File: src/hw/bus_defs.svh
// CPU bus front end build constants
// memory depth, status identification and input timing option

`ifndef BUS_DEFS_SVH
`define BUS_DEFS_SVH

// work RAM depth in 32-bit words, addresses above this alias
`define BUS_RAM_WORDS 256

// constant returned by status word 2
`define BUS_STATUS_ID 32'h5c0b_0001

// 1 adds a register stage on the CPU request inputs
// ready then comes two cycles after the sampling edge instead of one
`define BUS_REGISTERED_INPUTS 1

`endif

File: src/hw/bus_pkg.sv
// CPU bus front end types
// address, data, strobe and decoded region shared by all blocks

`default_nettype none

package bus_pkg;

    // byte address, bit 19 selects flash and 18:16 hold the region field
    typedef logic [19:0] bus_addr_t;

    // one bus word for both directions
    typedef logic [31:0] bus_data_t;

    // byte write strobes, any bit set marks a write
    typedef logic [3:0] bus_strb_t;

    // ~~~~~~~~~~~~~~~~~~~~~~~~~~~~~~~~~~~~~~~~~~~~~~~~~~~~~~~~~~~~~~~~~~~
    // decoded target of one access
    // ram to pad share their values with the region field codes
    // ~~~~~~~~~~~~~~~~~~~~~~~~~~~~~~~~~~~~~~~~~~~~~~~~~~~~~~~~~~~~~~~~~~~
    typedef enum logic [2:0] {
        region_ram    = 3'd0,
        region_vdp    = 3'd1,
        region_status = 3'd2,
        region_dsp    = 3'd3,
        region_pad    = 3'd4,
        region_flash  = 3'd5,
        region_none   = 3'd7
    } region_e;

endpackage

`default_nettype wire

File: src/hw/cpu_bus_if.sv
// captured CPU request
// one held transaction as seen by the decoder and the internal targets

`timescale 1ns/1ps
`default_nettype none

interface cpu_bus_if;

    import bus_pkg::*;

    bus_addr_t address;
    bus_data_t wdata;
    bus_strb_t wstrb;

    // high while the held request is being served
    logic      active;

    modport source (
        output address,
        output wdata,
        output wstrb,
        output active
    );

    modport sink (
        input address,
        input wdata,
        input wstrb,
        input active
    );

endinterface

`default_nettype wire

File: src/hw/status_regs.sv
// status register block
// scratch and control words, a fixed ID word and a count of
// completed writes to any mapped region

`timescale 1ns/1ps
`default_nettype none

`include "bus_defs.svh"

module status_regs (
    input  wire                 clk,
    input  wire                 arst_n,
    cpu_bus_if.sink             req,
    input  wire                 status_en,
    input  wire                 done,
    output bus_pkg::bus_data_t  rdata
);

    import bus_pkg::*;

    bus_data_t  scratch;
    bus_data_t  control;
    bus_data_t  write_count;
    logic [1:0] word_sel;
    logic       is_write;
    logic       mapped;
    logic       count_pending;

    assign word_sel = req.address[3:2];
    assign is_write = |req.wstrb;

    // flash and region codes 0 to 4 each raise an enable
    assign mapped = req.address[19] || (req.address[18:16] <= 3'd4);

    always_ff @(posedge clk or negedge arst_n) begin
        if (!arst_n) begin
            scratch <= '0;
            control <= '0;
        end else if (status_en && is_write) begin
            for (int b = 0; b < 4; b++) begin
                if (req.wstrb[b] && word_sel == 2'd0) begin
                    scratch[b*8 +: 8] <= req.wdata[b*8 +: 8];
                end
                if (req.wstrb[b] && word_sel == 2'd1) begin
                    control[b*8 +: 8] <= req.wdata[b*8 +: 8];
                end
            end
        end
    end

    // ~~~~~~~~~~~~~~~~~~~~~~~~~~~~~~~~~~~~~~~~~~~~~~~~~~~~~~~~~~~~~~~~~~~
    // write counter, armed in the active cycle and bumped on done
    // ~~~~~~~~~~~~~~~~~~~~~~~~~~~~~~~~~~~~~~~~~~~~~~~~~~~~~~~~~~~~~~~~~~~
    always_ff @(posedge clk or negedge arst_n) begin
        if (!arst_n) begin
            count_pending <= 1'b0;
            write_count   <= '0;
        end else begin
            if (req.active) begin
                count_pending <= is_write && mapped;
            end else if (done) begin
                count_pending <= 1'b0;
            end
            if (done && count_pending) begin
                write_count <= write_count + 1'b1;
            end
        end
    end

    always_ff @(posedge clk) begin
        if (status_en) begin
            case (word_sel)
                2'd0:    rdata <= scratch;
                2'd1:    rdata <= control;
                2'd2:    rdata <= `BUS_STATUS_ID;
                default: rdata <= write_count;
            endcase
        end
    end

endmodule

`default_nettype wire

File: src/flat_wrapper.sv
// flat-port wrapper written by rule: the top's interface ports become plain ports
module status_regs_flat import bus_pkg::*;
  (clk, arst_n, status_en, done, rdata, req_address, req_wdata, req_wstrb, req_active);
  cpu_bus_if req_i ();
  input  wire clk;
  input  wire arst_n;
  input  wire status_en;
  input  wire done;
  output bus_pkg::bus_data_t rdata;
  input wire logic [$bits(req_i.address)-1:0] req_address;
  input wire logic [$bits(req_i.wdata)-1:0] req_wdata;
  input wire logic [$bits(req_i.wstrb)-1:0] req_wstrb;
  input wire logic [$bits(req_i.active)-1:0] req_active;
  assign req_i.address = req_address;
  assign req_i.wdata = req_wdata;
  assign req_i.wstrb = req_wstrb;
  assign req_i.active = req_active;
  status_regs u_core (.clk(clk), .arst_n(arst_n), .req(req_i), .status_en(status_en), .done(done), .rdata(rdata));
endmodule
File: config.mk
export PLATFORM = sky130hd
export DESIGN_NAME = status_regs_flat
export DESIGN_NICKNAME = d
export VERILOG_FILES = /design/src/hw/bus_pkg.sv /design/src/hw/cpu_bus_if.sv /design/src/hw/status_regs.sv /design/src/flat_wrapper.sv
export VERILOG_INCLUDE_DIRS = /design/src /design/src/hw
export SDC_FILE = /design/constraint.sdc
export NUM_CORES = 1
export LEC_CHECK = 0
export BUFFER_PORTS_ARGS = -buffer_cell sky130_fd_sc_hd__buf_2
export CAP_MARGIN = 20
export CORE_UTILIZATION = 53
export CTS_BUF_LIST = sky130_fd_sc_hd__clkbuf_2
export DETAILED_ROUTE_END_ITERATION = 10
export PLACE_DENSITY = 0.79
export SLEW_MARGIN = 25
export SYNTH_ARGS = -nofsm -noshare
export SYNTH_HDL_FRONTEND = slang
export SYNTH_SLANG_ARGS = --single-unit
File: constraint.sdc
create_clock -name clk -period 1.6 [get_ports clk]
set_input_delay 0.48 -clock clk [delete_from_list [all_inputs] [get_ports clk]]
set_output_delay 0.48 -clock clk [all_outputs]
set_load 0.02 [all_outputs]
Yosys cells after proc, flatten, opt, wreduce, memory -nomap -nowiden

Index checks and enable logic that the tools add are counted.

Register bits after elaboration: 129
Input port bits: 61
Output and inout port bits: 32

$add $sub $neg: 1
Magnitude comparators: 1
Equal/unequal tests: 2
Mux-type cells: 3
Reduce and logical (&&, ||, !) cells: 23

Operators with widths:

| cell                                                                  | number |
|---|---|
| 32-bit case mux with 3 select lines                                   | 1 |
| 32-bit by 1-bit adder with 32-bit output, second input constant       | 1 |
| 2-bit AND reduction                                                   | 8 |
| 1-bit logical AND                                                     | 11 |
| 4-bit OR reduction                                                    | 1 |
| 3-bit <= comparator, second input constant                            | 1 |
| 2-bit by 1-bit equality test with 1-bit output, second input constant | 1 |
| 2-bit equality test, second input constant                            | 1 |
| 2-bit logical NOT                                                     | 1 |
| 1-bit two-way mux                                                     | 2 |
| 2-bit nonzero test                                                    | 1 |
| 1-bit logical OR                                                      | 1 |

Depth between registers and ports, before layout

Gate-level depths: netlist of run 1.

Depth in word-level cells: 4
Mapped depth: 6
Gate-level depth less buffers: 5

Least setup slack after synthesis of run 1

Ideal clock, no wire load.

Kind: input port to flip-flop
Start: input port req_address[3]
End: register u_core.rdata[28], data pin
Data arrival time: 1.444 ns
Data required time: 1.333 ns
Path slack: -0.111 ns
Stages on the path: 5
Path buffers: 3
Cell sequence: clkbuf_1 and2_1 clkbuf_1 clkbuf_1 a21oi_1

Word-level cells in the longest chain between the ends: 2
Elaborated cells on any way between the ends: 4

RTL lines:

| item                                        | line               | text |
|---|---|---|
| from (decl)                                 | flat_wrapper.sv:10 | `input wire logic [$bits(req_i.address)-1:0] req_address;` |
| 2-bit equality test (tied with other cells) | status_regs.sv:72  | `case (word_sel)` |
| 32-bit case mux with 3 select lines (*)     | status_regs.sv:72  |  |
| to (signal assigned)                        | status_regs.sv:73  | `2'd0: rdata <= scratch;` |
| to (signal assigned)                        | status_regs.sv:74  | `2'd1: rdata <= control;` |
| to (signal assigned)                        | status_regs.sv:75  | `` 2'd2: rdata <= `BUS_STATUS_ID; `` |
| to (decl)                                   | status_regs.sv:16  | `output bus_pkg::bus_data_t rdata` |

Mark *: on every way between the ends. The rest lies on a longest branch, timed or not.
A chain may end at the register's enable or synchronous reset.

Final worst setup path of run 1

Start: register u_core.rdata[2]
End: output port rdata[2]

RTL lines:

| item      | line              | text |
|---|---|---|
| to (decl) | flat_wrapper.sv:9 | `output bus_pkg::bus_data_t rdata;` |

No word-level cell between the ends.

==> results.md, run 1 <==
- RSZ-0062 raised after global routing: true
- Main combinational cell family by area after synthesis: multiplexers
- Worst R2R End: u_core.write_count[31]
- Fraction of layout cells with a size suffix above 1: 0.414
- Mapped Cells: 415
- Via density: 5.35
- Clock Tree Buf Depth: 2
- Final Cycle Share: 1.10
- Mapped Area: 5590 µm²
- Outcome: finished, violations left
- DRT iter0 DRCs: 304
- Fmax: 0.569 GHz
- Flops & latches, synth: 129
- Crit-path leading delay family: flip-flops
- Core Rows: 37
- Clock group share of total power: 0.293
- DR WL/cell: 17.1 µm
- Gr ovfl total: 0
- Most frequent cells in the layout: dfrtp_1 (91), mux2_2 (71), buf_2 (59), nand2_1 (42), buf_4 (42)
- Setup TNS Final: -3.68 ns
- Netlist cell types: 34
- Initial antenna violation count: 1
- Placer congestion estimate: 0.786
- Mux cell area share after synthesis: 0.186
- Clock Skew: 0.0276 ns
- Clock transition at path regs: 0.18 ns
- Hold-critical path depth: 2
- Complex-gate fraction of the synthesized area: 0.0385
- Critical Path Max Stage Delay: 0.46 ns
- Synth-to-Final Area Change: 30.3%
- Final setup violating endpoints: 32
- Cells along the critical path: buf_6
- Hold Path End: u_core.control[17]
- Post-layout util: 0.709
- CTS Root Cell: clkbuf_2
- Switching power: 2210 µW
- Worst Path Required: 1.12 ns
- Area taken by flip-flops and latches: 3400 µm²
- Filler Cells Inserted: 693
- Worst Reg-to-Reg Cells: 5
- Endpoints failing hold: 0
- Type of element capturing the critical path: output port
- Hold_sp: req_wdata[17]
- Relative slew slack: 0.704
- Adder-cell share of the synthesized area: 0.00224
- Count of warnings emitted by yosys: 0
- Synth Area in XOR/XNOR: 0.0485
- Failing checks: setup timing
- Max rail drop VDD: 694 µV
- Cells after DPL: 653
- Sequential Power Share: 0.520
- Global-route wire length before repair: 20.0 mm
- CTS tree: yes
- Buffers plus inverters on the worst setup path: 1
- # IOs: 93
- LEAKAGE: 0.00322 µW
- R2r setup slk: 0.04 ns
- Setup WS post-layout: -0.157 ns
- Maximum fanout along the worst path: 1
- Die outline area: 11,000 µm²
- Crit Path Class: register to output port
- Hpwl dp: 8.50 mm
- Die Ht: 105 µm
- Worst min path class: primary input to register
- FF-to-FF Start: u_core.write_count[15]
- Clock sinks: 129
- Post-synthesis net count: 477
- Starting Density: 0.544
- Comb pwr share: 0.187
- Sw Ratio: 0.271
- Final cell count without fillers: 726
- Register area share after synthesis: 0.606
- Arrival time worst endpoint: 1.28 ns
- Power Internal: 5930 µW
- Clk Latency, worst-skew pair: 0.68 ns
- Critical Path Source Type: register
- Power Dens Cells: 1120 nW/µm²
- Largest net degree at the start of global routing: 39
- I/O Buffers: 78
- Pins Over Slew Limit: 0
- Core area: 10,300 µm²
- Final #Nets: 638
- Final wirelength: 12.4 mm
- Number of global-route vias before repair: 3,998
- Num CTS Buffers: 17
- Vias: 3,885
- Slowest cell on crit path: edfxtp_1
- Drt pass-1 iters: 4
- Worst slew pin tran: 0.444 ns
- Die W: 105 µm
- Total track usage: 0.241
- Antenna Nets Post-Route: 0
- Maxcap violations: 0
- Hold WS: 0.0762 ns
- DR DRC count: 0
- Htree depth: 4
- Multi-input logic area: 2130 µm²
- Mapped Avg Cell Area: 13.5 µm²
- Synth Area in Simple Gates: 0.103
- Commonest non-fill, non-tap cell in the layout: dfrtp_1
- Minimum clock period: 1.76 ns
-- stage by stage --
stage | worst slack [ns] | area [µm²] | power (µW)
floorplan | 0.0311 | 5620 | 5080
global placement | -0.120 | 6470 | 5570
detailed placement | -0.126 | 6470 | 5680
CTS | -0.227 | 7110 | 8120
global route | -0.256 | 7290 | 8520
finish | -0.157 | 7290 | 8130
-- sequential cells by signal, summed over array words and instances (netlist names) --
name	cells
u_core.rdata	32
u_core.write_count	32
u_core.count_pending	1
u_core.control	32
u_core.scratch	32
-- power groups by stage --
| stage | Combinational (µW) | Clock [µW] | Sequential [µW] |
|---|---|---|---|
| after floorplan | 735 | 0 | 4350 |
| after global placement | 1340 | 0 | 4240 |
| after detailed placement | 1410 | 0 | 4270 |
| after CTS | 1490 | 2420 | 4210 |
| after global routing | 1650 | 2580 | 4290 |
| final | 1520 | 2380 | 4220 |
-- cell usage after synthesis --
cell type,instances,area [µm²]
dfrtp_1,97,2430
mux2_2,71,800
nand2_1,42,158
edfxtp_1,32,961
xnor2_1,26,228
mux2i_1,24,240
o21ai_0,24,120
nand4_1,17,106
buf_2,9,45.0
nor2_1,9,33.8
and2_1,8,50.1
clkbuf_1,8,30.0
nand3_1,8,40.0
o22a_1,6,52.6
xor2_1,5,43.8
inv_1,4,15.0
nor3_1,3,15.0
a211oi_1,2,15.0
a21oi_1,2,10.0
and4_1,2,17.5
nor2b_1,2,12.5
nor4_4,2,42.5
a32o_1,1,10.0
and3_1,1,6.26
ha_1,1,12.5
nand3_4,1,17.5
nand4_4,1,21.3
nor3_4,1,16.3
nor3b_1,1,7.51
nor4_1,1,6.26
nor4_2,1,12.5
o211ai_1,1,7.51
or2_2,1,6.26
or4_1,1,7.51
-- cell type report --
class / instances / share of cell area
inverters: 4 / 0.00206
flip-flops and latches: 129 / 0.466
diodes: 1 / 0.000343
well taps: 136 / 0.0233
repair buffers: 159 / 0.175
clock buffers: 17 / 0.0117
multi-input cells: 265 / 0.292
clock inverters: 15 / 0.0297
-- routing by layer --
layer,global-route usage,vias to the layer above,wire length (µm)
met3,0.0561,15,685
met4,0.0895,0,182
met2,0.387,118,6210
met1,0.320,1929,5310
met5,0,-,0
li1,-,1823,-
-- how the worst max path moves through the flow --
stage                     startpoint            endpoint  slack, ns  depth (start not counted)
floorplan             req_address[2]    u_core.rdata[11]       0.03                          5
global route         u_core.rdata[3]            rdata[3]      -0.26                          1
global placement           status_en  u_core.scratch[13]      -0.12                          5
detailed placement    req_address[3]  u_core.scratch[12]      -0.13                          5
CTS                 u_core.rdata[20]           rdata[20]      -0.23                          1
finish               u_core.rdata[2]            rdata[2]      -0.16                          1
-- cells by family after synthesis --
| group | count (synthesis) |
|---|---|
| XOR/XNOR | 31 |
| buffers and inverters | 21 |
| AND/OR/NAND/NOR | 102 |
| multiplexers | 95 |
| AO/OA/AOI/OAI | 36 |
| adder cells (fa/ha/maj) | 1 |
| flip-flops | 129 |
-- what timing repair did --
item | CTS | global route
buffers inserted | 0 | 7
hold buffers | 29 | 4
pin swaps | 0 | 4
endpoints found under the hold margin | 124 | 6
endpoints found under the setup margin | 32 | 39
resized for setup | 16 | 29
(Power assumes the default switching activity.)
==> run 2, diff against run 1 <==
--- a/config.mk
+++ b/config.mk
@@ -11,7 +11,8 @@
 export CORE_UTILIZATION = 53
 export CTS_BUF_LIST = sky130_fd_sc_hd__clkbuf_2
 export DETAILED_ROUTE_END_ITERATION = 10
-export PLACE_DENSITY = 0.79
+export PLACE_DENSITY = 0.82
+export SETUP_SLACK_MARGIN = 0.15
 export SLEW_MARGIN = 25
 export SYNTH_ARGS = -nofsm -noshare
 export SYNTH_HDL_FRONTEND = slang
==> run 2 against run 1 <==
Compared with the run above:
- the run still ends with setup timing left
- global-route usage is essentially flat
- register-to-register slack gained 0.05 ns
- flip-flop and latch count is the same
- clock skew grew 0.0012 ns
- non-clock buffer count is the same
- combinational power grew 7%
- clock-buffer cell count grew 7
- core utilization grew 1.2 points
- final area grew 1.7%
- first-iteration DRC count shrank 23%
- die area is the same
- clock power shrank 15%
==> results.md, run 2 (synthesis gave the netlist of run 1 again) <==
- Commonest non-fill, non-tap cell in the layout: dfrtp_1
- Largest net degree at the start of global routing: 71
- Global-route wire length before repair: 19.9 mm
- Power Dens Cells: 1070 nW/µm²
- Slowest cell on crit path: edfxtp_1
- Core area: 10,300 µm²
- Failing checks: setup timing
- Endpoints failing hold: 0
- Crit Path Class: register to output port
- Fraction of layout cells with a size suffix above 1: 0.430
- Setup TNS Final: -3.93 ns
- Die outline area: 11,000 µm²
- Max rail drop VDD: 502 µV
- Relative slew slack: 0.683
- Place WS: -0.120 ns
- Placer congestion estimate: 0.797
- DR WL/cell: 18.1 µm
- Worst slew pin tran: 0.475 ns
- Clock Tree Buf Depth: 2
- Setup WS post-layout: -0.182 ns
- DRT iter0 DRCs: 234
- Most crowded layer after global routing: met2
- Critical Path Max Stage Delay: 0.46 ns
- Tot Pwr: 7960 µW
- Htree depth: 4
- Final Cycle Share: 1.11
- Critical Path Source Type: register
- Crit-path leading delay family: flip-flops
- Antenna Nets Post-Route: 0
- # IOs: 93
- Drt pass-1 iters: 5
- Die Ht: 105 µm
- Clk Latency, worst-skew pair: 0.70 ns
- Most frequent cells in the layout: dfrtp_1 (91), buf_2 (59), buf_4 (40), mux2_2 (39), nand2_1 (38)
- Buffers plus inverters on the worst setup path: 1
- Core Rows: 37
- Post-layout util: 0.721
- Final cell count without fillers: 725
- Die W: 105 µm
- Pins Over Slew Limit: 0
- Type of element capturing the critical path: output port
- Arrival time worst endpoint: 1.30 ns
- Outcome: finished, violations left
- Hpwl dp: 8.32 mm
- Final #Nets: 638
- RSZ-0062 raised after global routing: true
- Maxcap violations: 0
- I/O Buffers: 78
- Total track usage: 0.241
- Fmax: 0.561 GHz
- Minimum clock period: 1.78 ns
- Cells after DPL: 643
- CTS tree: yes
- GR Util met1: 0.328
- Final wirelength: 13.1 mm
- Num CTS Buffers: 17
- LEAKAGE: 0.00335 µW
- Gr ovfl total: 0
- Synth-to-Final Area Change: 32.5%
- Clock transition at path regs: 0.18 ns
- Starting Density: 0.544
- Number of global-route vias before repair: 3,888
- GR Util met2: 0.376
- DR DRC count: 0
- Worst Path Required: 1.12 ns
- Via density: 5.52
- Vias: 4,001
- Clock Skew: 0.0287 ns
- Ant. Diodes: 0
- Final setup violating endpoints: 32
- Clock sinks: 129
- Met3 Usage GRT: 0.0618
- Cells along the critical path: buf_6
- CTS Root Cell: clkbuf_2
- Maximum fanout along the worst path: 1
- Worst min path class: primary input to register
- Initial antenna violation count: 0
[run 2: worst paths after layout]
check	start	depth (start not counted)	endpoint	slack, ns
max in group asynchronous	arst_n	3	u_core.scratch[21]	0.96
hold reg to reg	u_core.write_count[31]	1	u_core.write_count[31]	0.49
setup / recovery	u_core.rdata[1]	1	rdata[1]	-0.18
setup reg to reg	u_core.write_count[16]	5	u_core.write_count[27]	0.09
min in group asynchronous	arst_n	3	u_core.write_count[26]	0.32
hold / removal	req_active	2	u_core.count_pending	0.07
[run 2: area by class of cell]
cell class | count | area (µm²)
Clock inverter | 8 | 114
Tap cell | 136 | 170
Fill cell | 656 | 2860
Timing Repair Buffer | 159 | 1290
Inverter | 4 | 15.0
Sequential cell | 129 | 3400
Clock buffer | 24 | 120
Multi-Input combinational cell | 265 | 2310
[run 2: where the power goes]
group / internal, µW / leakage (µW) / switching, µW
registers: 3940 / 0.00153 / 356
clock network: 903 / 0.000159 / 1130
logic: 925 / 0.00165 / 706
[run 2: routing by layer]
metal / up-vias / routed length, µm
met3: 16 / 658
met1: 2018 / 5690
met2: 147 / 6560
met4: 0 / 208
met5: - / 0
li1: 1820 / -
[run 2: what timing repair did]
item,in CTS,in global routing
hold buffers,23,10
gates cloned,0,1
buffers inserted,8,8
hold endpoints to repair,130,18
pin swaps,7,10
endpoints found under the setup margin,51,54
gates resized for setup,18,31
[run 2: metrics by stage]
step                      area, µm²  hold WS, ns
after floorplan                5860        0.184
after global placement         6570        0.461
after detailed placement       6570        0.463
after CTS                      7150      0.00329
after global routing           7410      0.00307
final                          7410       0.0697
==> run 3, diff against run 2 <==
--- a/config.mk
+++ b/config.mk
@@ -6,12 +6,12 @@
 export SDC_FILE = /design/constraint.sdc
 export NUM_CORES = 1
 export LEC_CHECK = 0
-export BUFFER_PORTS_ARGS = -buffer_cell sky130_fd_sc_hd__buf_2
 export CAP_MARGIN = 20
-export CORE_UTILIZATION = 53
+export CORE_UTILIZATION = 59
 export CTS_BUF_LIST = sky130_fd_sc_hd__clkbuf_2
 export DETAILED_ROUTE_END_ITERATION = 10
-export PLACE_DENSITY = 0.82
+export DONT_BUFFER_PORTS = 1
+export PLACE_DENSITY = 0.81
 export SETUP_SLACK_MARGIN = 0.15
 export SLEW_MARGIN = 25
 export SYNTH_ARGS = -nofsm -noshare
==> run 3 against run 2 <==
Compared with the run above:
- the run ends with hold timing, setup timing left
- first-iteration DRC count increased by 32%
- non-clock buffer count decreased by 72
- hold slack got worse by 0.62 ns
- clock power rose by 9%
- critical path depth shrank 1
- final area down 5.9%
- largest cell class unchanged
==> results.md, run 3 (synthesis gave the netlist of run 1 again) <==
- Outcome: finished, violations left
- Failing checks: hold timing, setup timing
- Hpwl dp: 7.43 mm
- Global-route wire length before repair: 20.1 mm
- Critical path depth in cells: 0
- Tot Pwr: 8010 µW
- Endpoints failing hold: 97
- Place WS: 0.0457 ns
- Worst Reg-to-Reg Cells: 5
- Clock Tree Buf Depth: 2
- Total track usage: 0.275
- CP Launch Point: u_core.rdata[11]
- Final #Nets: 566
- Ant. Diodes: 0
- Final cell count without fillers: 628
- GR Util met1: 0.366
- Core area: 9200 µm²
- Relative slew slack: 0.367
- Clock transition at path regs: 0.19 ns
- Crit path capture: rdata[11]
- Htree depth: 4
- Final Cycle Share: 1.07
- Final setup violating endpoints: 35
- Placer congestion estimate: 0.807
- Most frequent cells in the layout: dfrtp_1 (92), buf_4 (41), mux2_2 (39), dlygate4sd3_1 (37), nand2_1 (36)
- Fmax: 0.584 GHz
- DR DRC count: 0
- Critical Path Source Type: register
- GR Util met2: 0.427
- Antenna Nets Post-Route: 0
- Synth-to-Final Area Change: 24.8%
- DR WL/cell: 21.1 µm
- R2r setup slk: -0.02 ns
- Drt pass-1 iters: 6
- Crit Path Class: register to output port
- Setup WS post-layout: -0.112 ns
- CTS tree: yes
- Starting Density: 0.608
- Clock sinks: 129
- Fraction of layout cells with a size suffix above 1: 0.348
- RSZ-0062 raised after global routing: true
- Worst slew pin tran: 0.950 ns
- LEAKAGE: 0.00306 µW
- Max rail drop VDD: 615 µV
- Largest net degree at the start of global routing: 98
- # IOs: 93
- Worst Path Required: 1.12 ns
- I/O Buffers: 0
- Die Ht: 99.4 µm
- Die outline area: 9880 µm²
- Number of global-route vias before repair: 3,869
- Hold WS: -0.547 ns
- CTS Root Cell: clkbuf_2
- Maximum fanout along the worst path: 1
- Die W: 99.4 µm
- Vias: 3,817
- Core Rows: 35
- DRT iter0 DRCs: 308
- Met3 Usage GRT: 0.0900
- Setup TNS Final: -2.48 ns
- Worst R2R End: u_core.write_count[16]
- Num CTS Buffers: 17
- Cells after DPL: 530
- Clk Latency, worst-skew pair: 0.68 ns
- Pins Over Slew Limit: 0
- Arrival time worst endpoint: 1.23 ns
- Most crowded layer after global routing: met2
- Final wirelength: 13.3 mm
- Power Dens Cells: 1150 nW/µm²
- Clock Skew: 0.0230 ns
- Initial antenna violation count: 0
- FF-to-FF Start: u_core.write_count[1]
- Type of element capturing the critical path: output port
- Worst min path class: primary input to async pin
- Commonest non-fill, non-tap cell in the layout: dfrtp_1
- Filler Cells Inserted: 540
- Via density: 6.08
- Maxcap violations: 0
- Gr ovfl total: 0
- Minimum clock period: 1.71 ns
-- run 3: changes by cell type in the layout (fill, tap and decap cells not counted), sizes merged --
cell	delta
clkbuf	-3
bufinv	+1
clkinvlp	+1
inv	+1
dlymetal6s4s	+1
dlygate4sd3	+4
buf	-77
-- run 3: cell type report --
class                           count  area, µm²  share of cell area
Tap cell                          111        139              0.0199
Clock inverter                     11        161              0.0231
Multi-Input combinational cell    265       2340               0.335
Timing Repair Buffer               87        825               0.118
Clock buffer                       21        105              0.0151
Inverter                            4       15.0             0.00215
Sequential cell                   129       3390               0.486
-- run 3: layer usage --
layer | vias to the layer above | routed length [µm]
met5 | - | 0
met4 | 0 | 290
met3 | 27 | 949
met2 | 171 | 6520
met1 | 1945 | 5500
li1 | 1674 | -
-- run 3: worst min path at each step --
stage / to / depth (start not counted)
after global routing: u_core.scratch[6] / 0
after floorplan: u_core.control[0] / 0
after global placement: u_core.control[10] / 0
after CTS: u_core.scratch[9] / 0
after detailed placement: u_core.control[10] / 0
final: u_core.scratch[10] / 0
-- run 3: power breakdown --
group          internal (µW)  leakage [µW]  switching, µW
Sequential              3940       0.00153            450
Clock                   1040      0.000166           1170
Combinational            873       0.00136            532
Total                   5860       0.00306           2150
-- run 3: what timing repair did --
action	CTS	global route
endpoints found under the hold margin	220	100
setup endpoints to repair	51	66
hold buffers	38	1
setup buffers	10	16
pin swaps	6	21
resized for setup	8	11
gates cloned	0	1
-- run 3: stage by stage --
step           cell area (µm²)  hold WS (ns)   util
2_1_floorplan             5860         0.184      -
3_3_place_gp              6030         0.187  0.656
3_5_place_dp              6030         0.187  0.656
4_1_cts                   6790        -0.591  0.739
5_1_grt                   6980        -0.633  0.759
6_report                  6980        -0.547  0.759
